==> config.mk <==
export PLATFORM = sky130hd
export DESIGN_NAME = mic_subsys
export DESIGN_NICKNAME = d
export VERILOG_FILES = /design/src/verilog/mic_pkg.sv /design/src/verilog/mic_subsys.sv /design/src/verilog/lag_peak.sv /design/src/verilog/xcorr_engine.sv /design/src/verilog/frame_buffer.sv /design/src/verilog/i2s_rx.sv
export SDC_FILE = /design/constraint.sdc
export NUM_CORES = 2
export LEC_CHECK = 0
export CAP_MARGIN = 20
export CORE_ASPECT_RATIO = 0.6
export CORE_UTILIZATION = 50
export CTS_CLUSTER_DIAMETER = 150
export DETAILED_ROUTE_END_ITERATION = 6
export DONT_BUFFER_PORTS = 1
export PLACE_DENSITY_LB_ADDON = 0.2
export SLEW_MARGIN = 20
export SYNTH_ARGS = -nofsm -noshare
export SYNTH_HDL_FRONTEND = slang
export SYNTH_SLANG_ARGS = --single-unit
export TNS_END_PERCENT = 50
==> constraint.sdc <==
create_clock -name clk -period 10.8 [get_ports clk]
set_input_delay 1.62 -clock clk [delete_from_list [all_inputs] [get_ports clk]]
set_output_delay 1.62 -clock clk [all_outputs]
set_load 0.005 [all_outputs]
==> src/verilog/mic_pkg.sv <==
package mic_pkg;

    ////////////////////////////////////////////////////////////////////////////
    // scalar types
    ////////////////////////////////////////////////////////////////////////////

    typedef logic signed [15:0] sample_t;  // one mic sample, msb first on i2s
    typedef logic signed [5:0]  lag_t;     // covers +/-31
    typedef logic signed [6:0]  tdoa_t;    // lag_b - lag_a
    typedef logic signed [39:0] corr_t;    // headroom for long frames

    ////////////////////////////////////////////////////////////////////////////
    // structured types
    ////////////////////////////////////////////////////////////////////////////

    // one captured frame, all three mics at the same instant
    typedef struct packed {
        sample_t ch_ref;  // line 0 right slot
        sample_t ch_a;    // line 1 left slot
        sample_t ch_b;    // line 1 right slot
    } mic_frame_t;

    // one replay beat
    // ch_a and ch_b are taken at n + lag, zero outside the frame
    typedef struct packed {
        sample_t ch_ref;
        sample_t ch_a;
        sample_t ch_b;
        lag_t    lag;
        logic    first;   // n == 0
        logic    last;    // n == FRAME_LEN - 1
    } mic_stream_t;

    // correlation of one pair at one lag
    typedef struct packed {
        lag_t  lag;
        corr_t corr;
    } xcorr_result_t;

endpackage
==> src/verilog/mic_subsys.sv <==
module mic_subsys #(
    parameter int FRAME_LEN = 64,
    parameter int LAG_MAX   = 8
) (
    input  logic           clk,
    input  logic           rst_n,
    input  logic           start,
    input  logic           i2s_sck,
    input  logic           i2s_ws,
    input  logic [1:0]     i2s_sd,
    output logic           busy,
    output logic           done,
    output mic_pkg::lag_t  lag_a,
    output mic_pkg::lag_t  lag_b,
    output mic_pkg::tdoa_t tdoa
);

    mic_pkg::sample_t       ref_word;      // line 0 right slot
    mic_pkg::sample_t       a_word;        // line 1 left slot
    mic_pkg::sample_t       b_word;        // line 1 right slot
    logic                   frame_strobe;
    mic_pkg::mic_frame_t    frame;
    mic_pkg::mic_stream_t   stream;
    logic                   beat_valid;
    mic_pkg::xcorr_result_t res_a;
    mic_pkg::xcorr_result_t res_b;
    logic                   valid_a;
    logic                   valid_b;       // in step with valid_a

    ////////////////////////////////////////////////////////////////////////////
    // i2s front end
    ////////////////////////////////////////////////////////////////////////////

    // line 0 left slot carries nothing
    i2s_rx u_rx_0 (
        .clk          (clk),
        .rst_n        (rst_n),
        .sck          (i2s_sck),
        .ws           (i2s_ws),
        .sd           (i2s_sd[0]),
        .left         (),
        .right        (ref_word),
        .frame_strobe (frame_strobe)
    );

    // shares sck and ws with line 0, so its strobe is not needed
    i2s_rx u_rx_1 (
        .clk          (clk),
        .rst_n        (rst_n),
        .sck          (i2s_sck),
        .ws           (i2s_ws),
        .sd           (i2s_sd[1]),
        .left         (a_word),
        .right        (b_word),
        .frame_strobe ()
    );

    assign frame = '{ch_ref: ref_word, ch_a: a_word, ch_b: b_word};

    ////////////////////////////////////////////////////////////////////////////
    // capture, replay and correlation
    ////////////////////////////////////////////////////////////////////////////

    frame_buffer #(
        .FRAME_LEN (FRAME_LEN),
        .LAG_MAX   (LAG_MAX)
    ) u_frame_buffer (
        .clk          (clk),
        .rst_n        (rst_n),
        .start        (start),
        .frame        (frame),
        .frame_strobe (frame_strobe),
        .done         (done),
        .stream       (stream),
        .beat_valid   (beat_valid),
        .busy         (busy)
    );

    xcorr_engine u_xcorr_a (
        .clk          (clk),
        .rst_n        (rst_n),
        .x            (stream.ch_ref),
        .y            (stream.ch_a),
        .lag          (stream.lag),
        .first        (stream.first),
        .last         (stream.last),
        .beat_valid   (beat_valid),
        .result       (res_a),
        .result_valid (valid_a)
    );

    xcorr_engine u_xcorr_b (
        .clk          (clk),
        .rst_n        (rst_n),
        .x            (stream.ch_ref),
        .y            (stream.ch_b),
        .lag          (stream.lag),
        .first        (stream.first),
        .last         (stream.last),
        .beat_valid   (beat_valid),
        .result       (res_b),
        .result_valid (valid_b)
    );

    // both engines run in lockstep, one valid serves the pair
    lag_peak #(
        .LAG_MAX (LAG_MAX)
    ) u_lag_peak (
        .clk       (clk),
        .rst_n     (rst_n),
        .start     (start),
        .res_a     (res_a),
        .res_b     (res_b),
        .res_valid (valid_a),
        .lag_a     (lag_a),
        .lag_b     (lag_b),
        .tdoa      (tdoa),
        .done      (done)
    );

endmodule

==> src/verilog/lag_peak.sv <==
module lag_peak #(
    parameter int LAG_MAX = 8
) (
    input  logic                   clk,
    input  logic                   rst_n,
    input  logic                   start,
    input  mic_pkg::xcorr_result_t res_a,
    input  mic_pkg::xcorr_result_t res_b,
    input  logic                   res_valid,
    output mic_pkg::lag_t          lag_a,
    output mic_pkg::lag_t          lag_b,
    output mic_pkg::tdoa_t         tdoa,
    output logic                   done
);

    localparam int CW = $bits(mic_pkg::corr_t);
    localparam int LW = $bits(mic_pkg::lag_t);

    logic                 armed;     // a run is in flight
    logic [CW-1:0]        mag_a;
    logic [CW-1:0]        mag_b;
    logic [CW-1:0]        max_a;
    logic [CW-1:0]        max_b;
    mic_pkg::lag_t        best_a;
    mic_pkg::lag_t        best_b;
    mic_pkg::lag_t        best_a_nx;
    mic_pkg::lag_t        best_b_nx;
    logic                 take_a;
    logic                 take_b;
    logic                 final_lag;
    mic_pkg::tdoa_t       diff;

    // magnitude of each correlation
    assign mag_a = res_a.corr[CW-1] ? CW'(-res_a.corr) : CW'(res_a.corr);
    assign mag_b = res_b.corr[CW-1] ? CW'(-res_b.corr) : CW'(res_b.corr);

    assign take_a    = (mag_a >= max_a);  // ties go to the later lag
    assign take_b    = (mag_b >= max_b);
    assign best_a_nx = take_a ? res_a.lag : best_a;
    assign best_b_nx = take_b ? res_b.lag : best_b;
    assign final_lag = (res_a.lag == mic_pkg::lag_t'(LAG_MAX));

    assign diff = $signed({best_b_nx[LW-1], best_b_nx}) - $signed({best_a_nx[LW-1], best_a_nx});

    always_ff @(posedge clk or negedge rst_n) begin
        if (!rst_n) begin
            armed  <= 1'b0;
            max_a  <= '0;
            max_b  <= '0;
            best_a <= '0;
            best_b <= '0;
            lag_a  <= '0;
            lag_b  <= '0;
            tdoa   <= '0;
            done   <= 1'b0;
        end else begin
            done <= res_valid && final_lag;
            if (res_valid) begin
                if (take_a) begin
                    max_a  <= mag_a;
                    best_a <= res_a.lag;
                end
                if (take_b) begin
                    max_b  <= mag_b;
                    best_b <= res_b.lag;
                end
                if (final_lag) begin  // publish, held until next done
                    lag_a <= best_a_nx;
                    lag_b <= best_b_nx;
                    tdoa  <= diff;
                end
            end
            // same acceptance rule as frame_buffer, so a late start is ignored
            if (start && !armed) begin
                armed  <= 1'b1;
                max_a  <= '0;
                max_b  <= '0;
                best_a <= '0;
                best_b <= '0;
            end else if (done) begin
                armed <= 1'b0;
            end
        end
    end

endmodule

==> src/verilog/xcorr_engine.sv <==
module xcorr_engine (
    input  logic                   clk,
    input  logic                   rst_n,
    input  mic_pkg::sample_t       x,
    input  mic_pkg::sample_t       y,
    input  mic_pkg::lag_t          lag,
    input  logic                   first,
    input  logic                   last,
    input  logic                   beat_valid,
    output mic_pkg::xcorr_result_t result,
    output logic                   result_valid
);

    mic_pkg::corr_t prod;
    mic_pkg::corr_t acc;
    mic_pkg::corr_t sum;

    ////////////////////////////////////////////////////////////////////////////
    // multiply-accumulate
    ////////////////////////////////////////////////////////////////////////////

    // operands are sign extended to the accumulator width before the multiply
    assign prod = x * y;

    // first beat of a lag restarts the sum
    assign sum = first ? prod : acc + prod;

    always_ff @(posedge clk) begin
        if (beat_valid) begin
            acc <= sum;
        end
    end

    ////////////////////////////////////////////////////////////////////////////
    // result, one per lag
    ////////////////////////////////////////////////////////////////////////////

    always_ff @(posedge clk) begin
        if (beat_valid && last) begin
            result.corr <= sum;  // includes the last product
            result.lag  <= lag;
        end
    end

    always_ff @(posedge clk or negedge rst_n) begin
        if (!rst_n) begin
            result_valid <= 1'b0;
        end else begin
            result_valid <= beat_valid & last;
        end
    end

endmodule

==> src/verilog/frame_buffer.sv <==
module frame_buffer #(
    parameter int FRAME_LEN = 64,
    parameter int LAG_MAX   = 8
) (
    input  logic                 clk,
    input  logic                 rst_n,
    input  logic                 start,
    input  mic_pkg::mic_frame_t  frame,
    input  logic                 frame_strobe,
    input  logic                 done,
    output mic_pkg::mic_stream_t stream,
    output logic                 beat_valid,
    output logic                 busy
);

    localparam int AW = (FRAME_LEN > 1) ? $clog2(FRAME_LEN) : 1;
    localparam int LW = $bits(mic_pkg::lag_t);
    localparam int IW = ((AW > LW) ? AW : LW) + 2;  // n + lag, signed, no overflow

    typedef enum logic [1:0] {
        ST_IDLE,
        ST_CAPTURE,
        ST_SWEEP
    } state_t;

    state_t               state;
    logic [AW-1:0]        wr_addr;
    logic [AW-1:0]        n;
    mic_pkg::lag_t        lag;
    logic                 replay_on;   // beats still to go in this sweep
    logic                 n_last;
    logic                 capture_end;
    logic signed [IW-1:0] lag_ext;
    logic signed [IW-1:0] idx;
    logic                 idx_ok;
    logic [AW-1:0]        rd_addr;

    mic_pkg::sample_t mem_ref [FRAME_LEN];
    mic_pkg::sample_t mem_a   [FRAME_LEN];
    mic_pkg::sample_t mem_b   [FRAME_LEN];

    assign capture_end = frame_strobe && (wr_addr == AW'(FRAME_LEN - 1));
    assign n_last      = (n == AW'(FRAME_LEN - 1));

    // shifted read index for ch_a / ch_b
    assign lag_ext = {{(IW - LW){lag[LW-1]}}, lag};
    assign idx     = $signed({{(IW - AW){1'b0}}, n}) + lag_ext;
    assign idx_ok  = (idx >= 0) && (idx < FRAME_LEN);
    assign rd_addr = idx[AW-1:0];

    assign busy = (state != ST_IDLE) && !done;  // drops with done

    ////////////////////////////////////////////////////////////////////////////
    // controller
    ////////////////////////////////////////////////////////////////////////////

    always_ff @(posedge clk or negedge rst_n) begin
        if (!rst_n) begin
            state     <= ST_IDLE;
            wr_addr   <= '0;
            n         <= '0;
            lag       <= '0;
            replay_on <= 1'b0;
        end else begin
            case (state)
                ST_IDLE: begin
                    if (start) begin
                        state   <= ST_CAPTURE;
                        wr_addr <= '0;
                    end
                end
                ST_CAPTURE: begin
                    if (frame_strobe) begin
                        wr_addr <= wr_addr + 1'b1;
                    end
                    if (capture_end) begin
                        state     <= ST_SWEEP;
                        n         <= '0;
                        lag       <= mic_pkg::lag_t'(-LAG_MAX);
                        replay_on <= 1'b1;
                    end
                end
                ST_SWEEP: begin
                    if (replay_on) begin
                        n <= n_last ? '0 : n + 1'b1;
                        if (n_last) begin
                            if (lag == mic_pkg::lag_t'(LAG_MAX)) begin
                                replay_on <= 1'b0;
                            end else begin
                                lag <= lag + 1'b1;
                            end
                        end
                    end
                    if (done) begin
                        state <= ST_IDLE;  // end of run is lag_peak's call
                    end
                end
                default: state <= ST_IDLE;
            endcase
        end
    end

    ////////////////////////////////////////////////////////////////////////////
    // sample memories and replay beat
    ////////////////////////////////////////////////////////////////////////////

    always_ff @(posedge clk) begin
        if ((state == ST_CAPTURE) && frame_strobe) begin
            mem_ref[wr_addr] <= frame.ch_ref;
            mem_a[wr_addr]   <= frame.ch_a;
            mem_b[wr_addr]   <= frame.ch_b;
        end
    end

    always_ff @(posedge clk or negedge rst_n) begin
        if (!rst_n) begin
            beat_valid <= 1'b0;
        end else begin
            beat_valid <= (state == ST_SWEEP) && replay_on;
        end
    end

    always_ff @(posedge clk) begin
        stream.ch_ref <= mem_ref[n];
        stream.ch_a   <= idx_ok ? mem_a[rd_addr] : '0;  // zero pad outside frame
        stream.ch_b   <= idx_ok ? mem_b[rd_addr] : '0;
        stream.lag    <= lag;
        stream.first  <= (n == '0);
        stream.last   <= n_last;
    end

endmodule

==> src/verilog/i2s_rx.sv <==
module i2s_rx (
    input  logic             clk,
    input  logic             rst_n,
    input  logic             sck,
    input  logic             ws,
    input  logic             sd,
    output mic_pkg::sample_t left,
    output mic_pkg::sample_t right,
    output logic             frame_strobe
);

    logic [1:0]  sck_sync;
    logic [1:0]  ws_sync;
    logic [1:0]  sd_sync;
    logic        sck_last;
    logic        sck_rise;
    logic        ws_last;    // ws at the previous sck rise
    logic        ws_same;
    logic [4:0]  bit_cnt;    // sck rises since the ws change
    logic [15:0] shift;
    logic        word_done;

    // double-flop sync, then edge detect on the synced sck
    always_ff @(posedge clk or negedge rst_n) begin
        if (!rst_n) begin
            sck_sync <= '0;
            ws_sync  <= '0;
            sd_sync  <= '0;
            sck_last <= 1'b0;
        end else begin
            sck_sync <= {sck_sync[0], sck};
            ws_sync  <= {ws_sync[0], ws};
            sd_sync  <= {sd_sync[0], sd};
            sck_last <= sck_sync[1];
        end
    end

    assign sck_rise  = sck_sync[1] & ~sck_last;
    assign ws_same   = (ws_sync[1] == ws_last);
    // msb arrives one sck after ws flips, so bit 15 lands at count 15
    assign word_done = sck_rise && ws_same && (bit_cnt == 5'd15);

    always_ff @(posedge clk or negedge rst_n) begin
        if (!rst_n) begin
            ws_last      <= 1'b0;
            bit_cnt      <= '0;
            frame_strobe <= 1'b0;
        end else begin
            frame_strobe <= word_done & ws_last;  // right word finished
            if (sck_rise) begin
                ws_last <= ws_sync[1];
                if (!ws_same) begin
                    bit_cnt <= '0;
                end else if (bit_cnt != 5'd31) begin
                    bit_cnt <= bit_cnt + 5'd1;  // hold at end of long slots
                end
            end
        end
    end

    // datapath, top 16 bits of each 32 bit slot
    always_ff @(posedge clk) begin
        if (sck_rise && ws_same && (bit_cnt < 5'd16)) begin
            shift <= {shift[14:0], sd_sync[1]};
        end
        if (word_done) begin
            if (ws_last) begin
                right <= {shift[14:0], sd_sync[1]};
            end else begin
                left <= {shift[14:0], sd_sync[1]};  // ws low = left
            end
        end
    end

endmodule

======== After elaboration in Yosys (flattened, before gate mapping) ========
Memories as Yosys holds them, arrays and structs flattened. A register that Yosys moved wholly into a read port is not among the register bits.
Index checks and enable logic that the tools add are counted.
word-level totals
  memories ................................ 3
  flip-flop bits (word level) ............. 415
  RAM bits ................................ 3072
cells by class
  multiply operators ...................... 2
  add/subtract/negate cells ............... 11
  bitwise logic cells ..................... 7
  order comparisons ....................... 6
  equal/unequal tests ..................... 21
  reductions and logical operators ........ 40
  muxes and demuxes ....................... 45
memories
  memory                  words  bits a word  read ports  clocked after Yosys merged registers in  write ports  RTL line            text
  u_frame_buffer.mem_a    64     16           1           1                                        1            frame_buffer.sv:39  mic_pkg::sample_t mem_a [FRAME_LEN];
  u_frame_buffer.mem_b    64     16           1           1                                        1            frame_buffer.sv:40  mic_pkg::sample_t mem_b [FRAME_LEN];
  u_frame_buffer.mem_ref  64     16           1           1                                        1            frame_buffer.sv:38  mic_pkg::sample_t mem_ref [FRAME_LEN];
operator list
  operator               number
  $mux W40               10
  $mux W6                15
  $add A40 B40 Y40       2
  $ge A40 B40 Y1         2
  $neg A40 Y40           2
  $mul A16 B16 Y32       2
  $pmux W6 S2            3
  $mux W5                4
  $add A6 B1 Y6 const B  3
  $reduce_and A2 Y1      9
  $logic_and A1 B1 Y1    14
  $reduce_bool A2 Y1     7
  $eq A6 B5 Y1 const B   2
  $eq A6 B6 Y1 const B   2
  $add A5 B1 Y5 const B  2
  $eq A5 B4 Y1 const B   2
  $lt A5 B5 Y1 const B   2
  $ne A2 B2 Y1 const B   5
  $ne A5 B5 Y1 const B   2
  $reduce_and A3 Y1      3
  $add A7 B6 Y8          1
  $ge A8 B1 Y1 const B   1
  $lt A8 B8 Y1 const B   1
  $mux W1                8
  14 further kinds       28

======== Longest topological paths before layout ========
  depth after elaboration ................. 6
  gate-level depth with buffers ........... 34
  mapped depth without buffers ............ 33

======== Hierarchy ========
Synthesis repeated with hierarchy kept, for this count alone.
second synthesis, totals
  cell total of the unflattened synthesis .. 8828
  area, all modules ....................... 160859.3 um^2
modules (own cells, without submodules)
  module        cells an instance  area each (um^2)  instances
  frame_buffer  4716               119024.2          1
  xcorr_engine  1513               14860.5           2
  lag_peak      900                8152.8            1
  i2s_rx        93                 1980.6            2

======== Least setup slack after synthesis ========
Ideal clock, no wire load.
  path type ............................... register -> register
  start point ............................. reg u_frame_buffer.stream[15] (netlist name)
  end point ............................... reg u_xcorr_b.acc[35] (data pin)
  clock period less this slack ............ 8.097 ns
  slack ................................... 2.703 ns
  cell stages (with the launch flop) ...... 32
  setup time .............................. 0.276 ns
  arrival time ............................ 7.821 ns
  cells stage by stage .................... dfxtp_1 -> clkbuf_1 -> nand2_1 -> fa_1 -> inv_1 -> fa_1 -> inv_1 -> fa_1 -> inv_1 -> fa_1 -> fa_1 -> inv_1 -> fa_1 -> inv_1 -> ha_1 -> a211o_1 -> or3_1 -> nor3_1 -> o31ai_1 -> a21boi_0 -> o21ai_0 -> xnor2_1 -> ha_1 -> and3_1 -> and3_1 -> a221o_1 -> a2111oi_0 -> a21boi_0 -> nor2_1 -> a21boi_0 -> xor2_1 -> o21ai_0
on the way
  word-level cells in the longest chain between the ends .. 3
ends and longest elaborated chain
  element                RTL line            text
  $mul A16 B16 Y32 (*)   xcorr_engine.sv:23  assign prod = x * y;
  $add A40 B40 Y40       xcorr_engine.sv:26  assign sum = first ? prod : acc + prod;
  $mux W40 (*)           xcorr_engine.sv:26
  net u_xcorr_b.sum[35]  xcorr_engine.sv:16  mic_pkg::corr_t sum;
  to (signal assigned)   xcorr_engine.sv:30  acc <= sum;
  to (decl)              xcorr_engine.sv:15  mic_pkg::corr_t acc;
The timed path passes the listed nets; every way through them passes the cells marked *.
A chain may end at the register's enable or synchronous reset.

======== Worst setup path after layout ========
  start point ............................. reg u_frame_buffer.stream[43] (netlist name)
  end point ............................... reg u_xcorr_a.result[38] in the netlist's numbering (data pin)
on the way
  word-level cells in the longest chain between the ends .. 3
ends and longest elaborated chain
  element                RTL line            text
  $mul A16 B16 Y32 (*)   xcorr_engine.sv:23
  $add A40 B40 Y40       xcorr_engine.sv:26
  $mux W40 (*)           xcorr_engine.sv:26
  net u_xcorr_a.sum[38]  xcorr_engine.sv:16
  to (decl)              xcorr_engine.sv:10  output mic_pkg::xcorr_result_t result,
Marks and branches as above.

==> impl_metrics.csv <==
group,metric,value,unit
finish,synthToLayoutAreaGrowth,10.75,%
critical_path,crit_arrival,10340,ps
worst_hold_path,hp-start,"u_rx_1.sd_sync[0]$_DFF_PN0_",
critical_path,reg2reg_slack,1170,ps
floorplanning,dieArea,322400,sq um
status,outcome,"finished clean",
timing,period_minus_slack,9630,ps
route,first_pass_iters,5,
yosys,syn_inst,8862,
yosys,syn_area,160000,sq um
yosys,yosysSeqAreaShare,65.38,%
global_route,antenna_found_initial,17,
timing,worstMarginPinSlew,1137,ps
route,postRouteWirelength,426900,microns
floorplanning,core_area,317500,sq um
timing,fin_crit_sh,89.16,%
timing,drv_slew,0,
timing,setup_viol,0,
critical_path,rr_startpoint,"u_frame_buffer.stream[43]$_DFF_P_",
critical_path,slowest_stage,"dfxtp_1",
route,top_layer,"met5",
clocking,cts_setup_buffers,0,
finish,layout_commonest_cell,"edfxtp_1",
pwr,p_comb_share,41.4,%
finish,drive_above_1_share,20.00,%
finish,final_cell_mix,"edfxtp_1, mux4_2, inv_1, fa_1, nand2_1",
route,via_count,84930,
pwr,p_switching,16520,uW
clocking,clk_latency,920,ps
floorplanning,dieWidth,732.3,microns
critical_path,crit_path_max_fanout,19,
yosys,ys_types,81,
global_route,overflow,0,
global_route,track_usage,26.48,%
yosys,ys_ff_latch,3529,
route,wl_met3,49190,microns
global_route,grt_pass1_vias,83650,
floorplanning,ios,28,
floorplanning,die_height,440.2,microns
timing,max_freq,103.8,MHz
clocking,cts_buffer_depth,4,
placed_design,port_buffers,0,
run,drv_cap,0,
yosys,synth-async-reset-ratio,4.449,%
critical_path,critical_path_class,"reg -> reg",
pwr,power.leakage,0.06114,uW
yosys,synth_edf_count,3316,
finish,fin_util,55.82,%
critical_path,cp-start-kind,"register",
route,drt-met1-wl,191500,microns
yosys,yosys_warnings,0,
clocking,post_cts_resized,0,
floorplanning,start_util,50.40,%
pwr,pwr-share-seq,33.8,%
floorplanning,row_count,160,
route,wl_per_cell,31.55,microns
clocking,htreeDepth,5,
critical_path,required,11510,ps
pwr,p_int,30610,uW
clocking,clockRootBuffer,"clkbuf_16",
critical_path,critPathLaunch,"u_frame_buffer.stream[43]$_DFF_P_",
timing,rsz0062_at_grt,"false",
finish,nFillCells,23940,
pwr,pwr-share-clk,24.8,%
clocking,cts_hold_buf,0,
yosys,syn_nets,9756,
clocking,cts_tree,"built",
route,drtIter0Drc,11950,
timing,tns,0,ps
timing,slew_headroom,24.01,%
clocking,cts.clk_slew.worst_paths,70,ps
clocking,cts_buffers,326,
global_route,grt_max_degree,158,
route,avgViaCountPerCell,6.277,
yosys,avgSynthCellArea,18.06,sq um
finish,final_nets,9955,
route,wl_met2,177400,microns
clocking,cts.sinks,3529,
critical_path,end_kind,"register",
placed_design,dp.final_hpwl,256200,microns
global_route,grt_pass1_wl,612200,microns
timing,timing.final.hold_violations,0,
worst_hold_path,hold_class,"reg -> reg",
placed_design,gp_congestion,0.8507,
pwr,switching_share,35.06,%
route,drc,0,
critical_path,cp_slowest_stage_delay,840,ps
pwr,ir_drop,0.3098,mV
pwr,cellPowerDensity,266.0,nW/um^2
critical_path,cp_common_cell,"fa_1",
timing,fin_skew,67.18,ps
yosys,ys.flop_type,"edfxtp_1",
route,final_antenna_net_count,0,
-- routing by layer --
| metal | up-vias | global-route usage (%) |
|---|---|---|
| met5 | - | 0 |
| met4 | 4 | 5.401 |
| met3 | 545 | 6.203 |
| met2 | 4625 | 36.53 |
| met1 | 45260 | 42.99 |
| li1 | 34510 | - |
-- power by group through the flow --
stage / clock (uW) / sequential, uW / combinational, uW
finish: 11700 / 15900 / 19500
global route: 12300 / 15900 / 21300
CTS: 11800 / 15900 / 19400
detailed placement: 0 / 16200 / 19300
global placement: 0 / 16200 / 19100
floorplan: 0 / 15900 / 14400
-- worst paths after layout --
check / cells past startpoint / endpoint
max in group asynchronous: 0 / u_rx_1.sck_sync[0]$_DFF_PN0_
min in group asynchronous: 0 / u_lag_peak.max_b[9]$_DFFE_PN0P_
max reg2reg: 30 / u_xcorr_a.result[38]$_DFFE_PP_
min reg2reg: 0 / u_rx_1.sd_sync[1]$_DFF_PN0_
min: 0 / u_rx_1.sd_sync[1]$_DFF_PN0_
max: 30 / u_xcorr_a.result[38]$_DFFE_PP_
-- critical path, delay by kind of cell (launching register included) --
| kind | cells | cell delay [ps] |
|---|---|---|
| compound gates | 14 | 4290 |
| fa+ha+maj | 8 | 3180 |
| flops | 1 | 840 |
| buf+inv | 5 | 560 |
| xor+xnor | 2 | 330 |
| simple gates | 1 | 190 |
-- Yosys cell counts (all sizes together) (157+ instances only) --
cell type  instances  area (sq um)
o21ai            202          1011
clkbuf           301          1140
a21oi            158         790.8
dfrtp            157          3929
and2             256          1602
fa               528         10570
ha               359          4492
nand2            514          1939
nor2             182         683.2
edfxtp          3316         99580
inv              705          2646
mux4             976         21980
-- through the flow --
stage               power [uW]  hold slack (ps)  worst slack (ps)  area [sq um]  std cells
CTS                      47190            333.9              1390        177200      13520
global placement         35250            344.3              1449        166500      12940
global route             49620            358.9             671.4        177200      13530
finish                   47130            364.2              1170        177200      13530
floorplan                30330            331.2              2703        160000       8862
detailed placement       35510            350.4              1391        166600      12940
-- registers in the layout, indices dropped and copies added, names as in the netlist, 7 cells and up --
name and count:
u_xcorr_a.acc 40, u_frame_buffer.mem_a 1024, u_rx_1.shift 15, u_lag_peak.max_a 40
u_rx_0.right 16, u_lag_peak.max_b 40, u_rx_1.right 16, u_frame_buffer.mem_ref 1024
u_xcorr_b.acc 40, u_frame_buffer.mem_b 1024, u_lag_peak.tdoa 7, u_xcorr_a.result 40
u_frame_buffer.stream 56, u_rx_0.shift 15, u_rx_1.left 16, u_xcorr_b.result 46
-- cell families (layout without fill, tap and decap cells) --
| kind of cell | Yosys count | after routing | synth area share (%) |
|---|---|---|---|
| flip-flops | 3529 | 3529 | 65.38 |
| AND/OR/NAND/NOR | 1275 | 1275 | 3.916 |
| buffers and inverters | 1098 | 1549 | 2.583 |
| multiplexers | 1051 | 1051 | 14.22 |
| adder cells (fa/ha/maj) | 887 | 887 | 9.412 |
| AO/OA/AOI/OAI | 798 | 798 | 3.257 |
| XOR/XNOR | 224 | 224 | 1.226 |
| other | 0 | 7 | 0 |
-- cell type report --
cell class | count | area (sq um) | share of cell area, %
inverter | 705 | 2646 | 1.493
sequential | 3529 | 104600 | 59.05
multi-input combinational | 4235 | 51890 | 29.28
tap | 4212 | 5270 | 2.974
clock buffer | 385 | 8587 | 4.845
antenna | 7 | 17.52 | 0.009884
timing repair buffer | 264 | 2187 | 1.234
clock inverter | 195 | 1969 | 1.111
No activity file was read; power rests on OpenSTA's default activity.
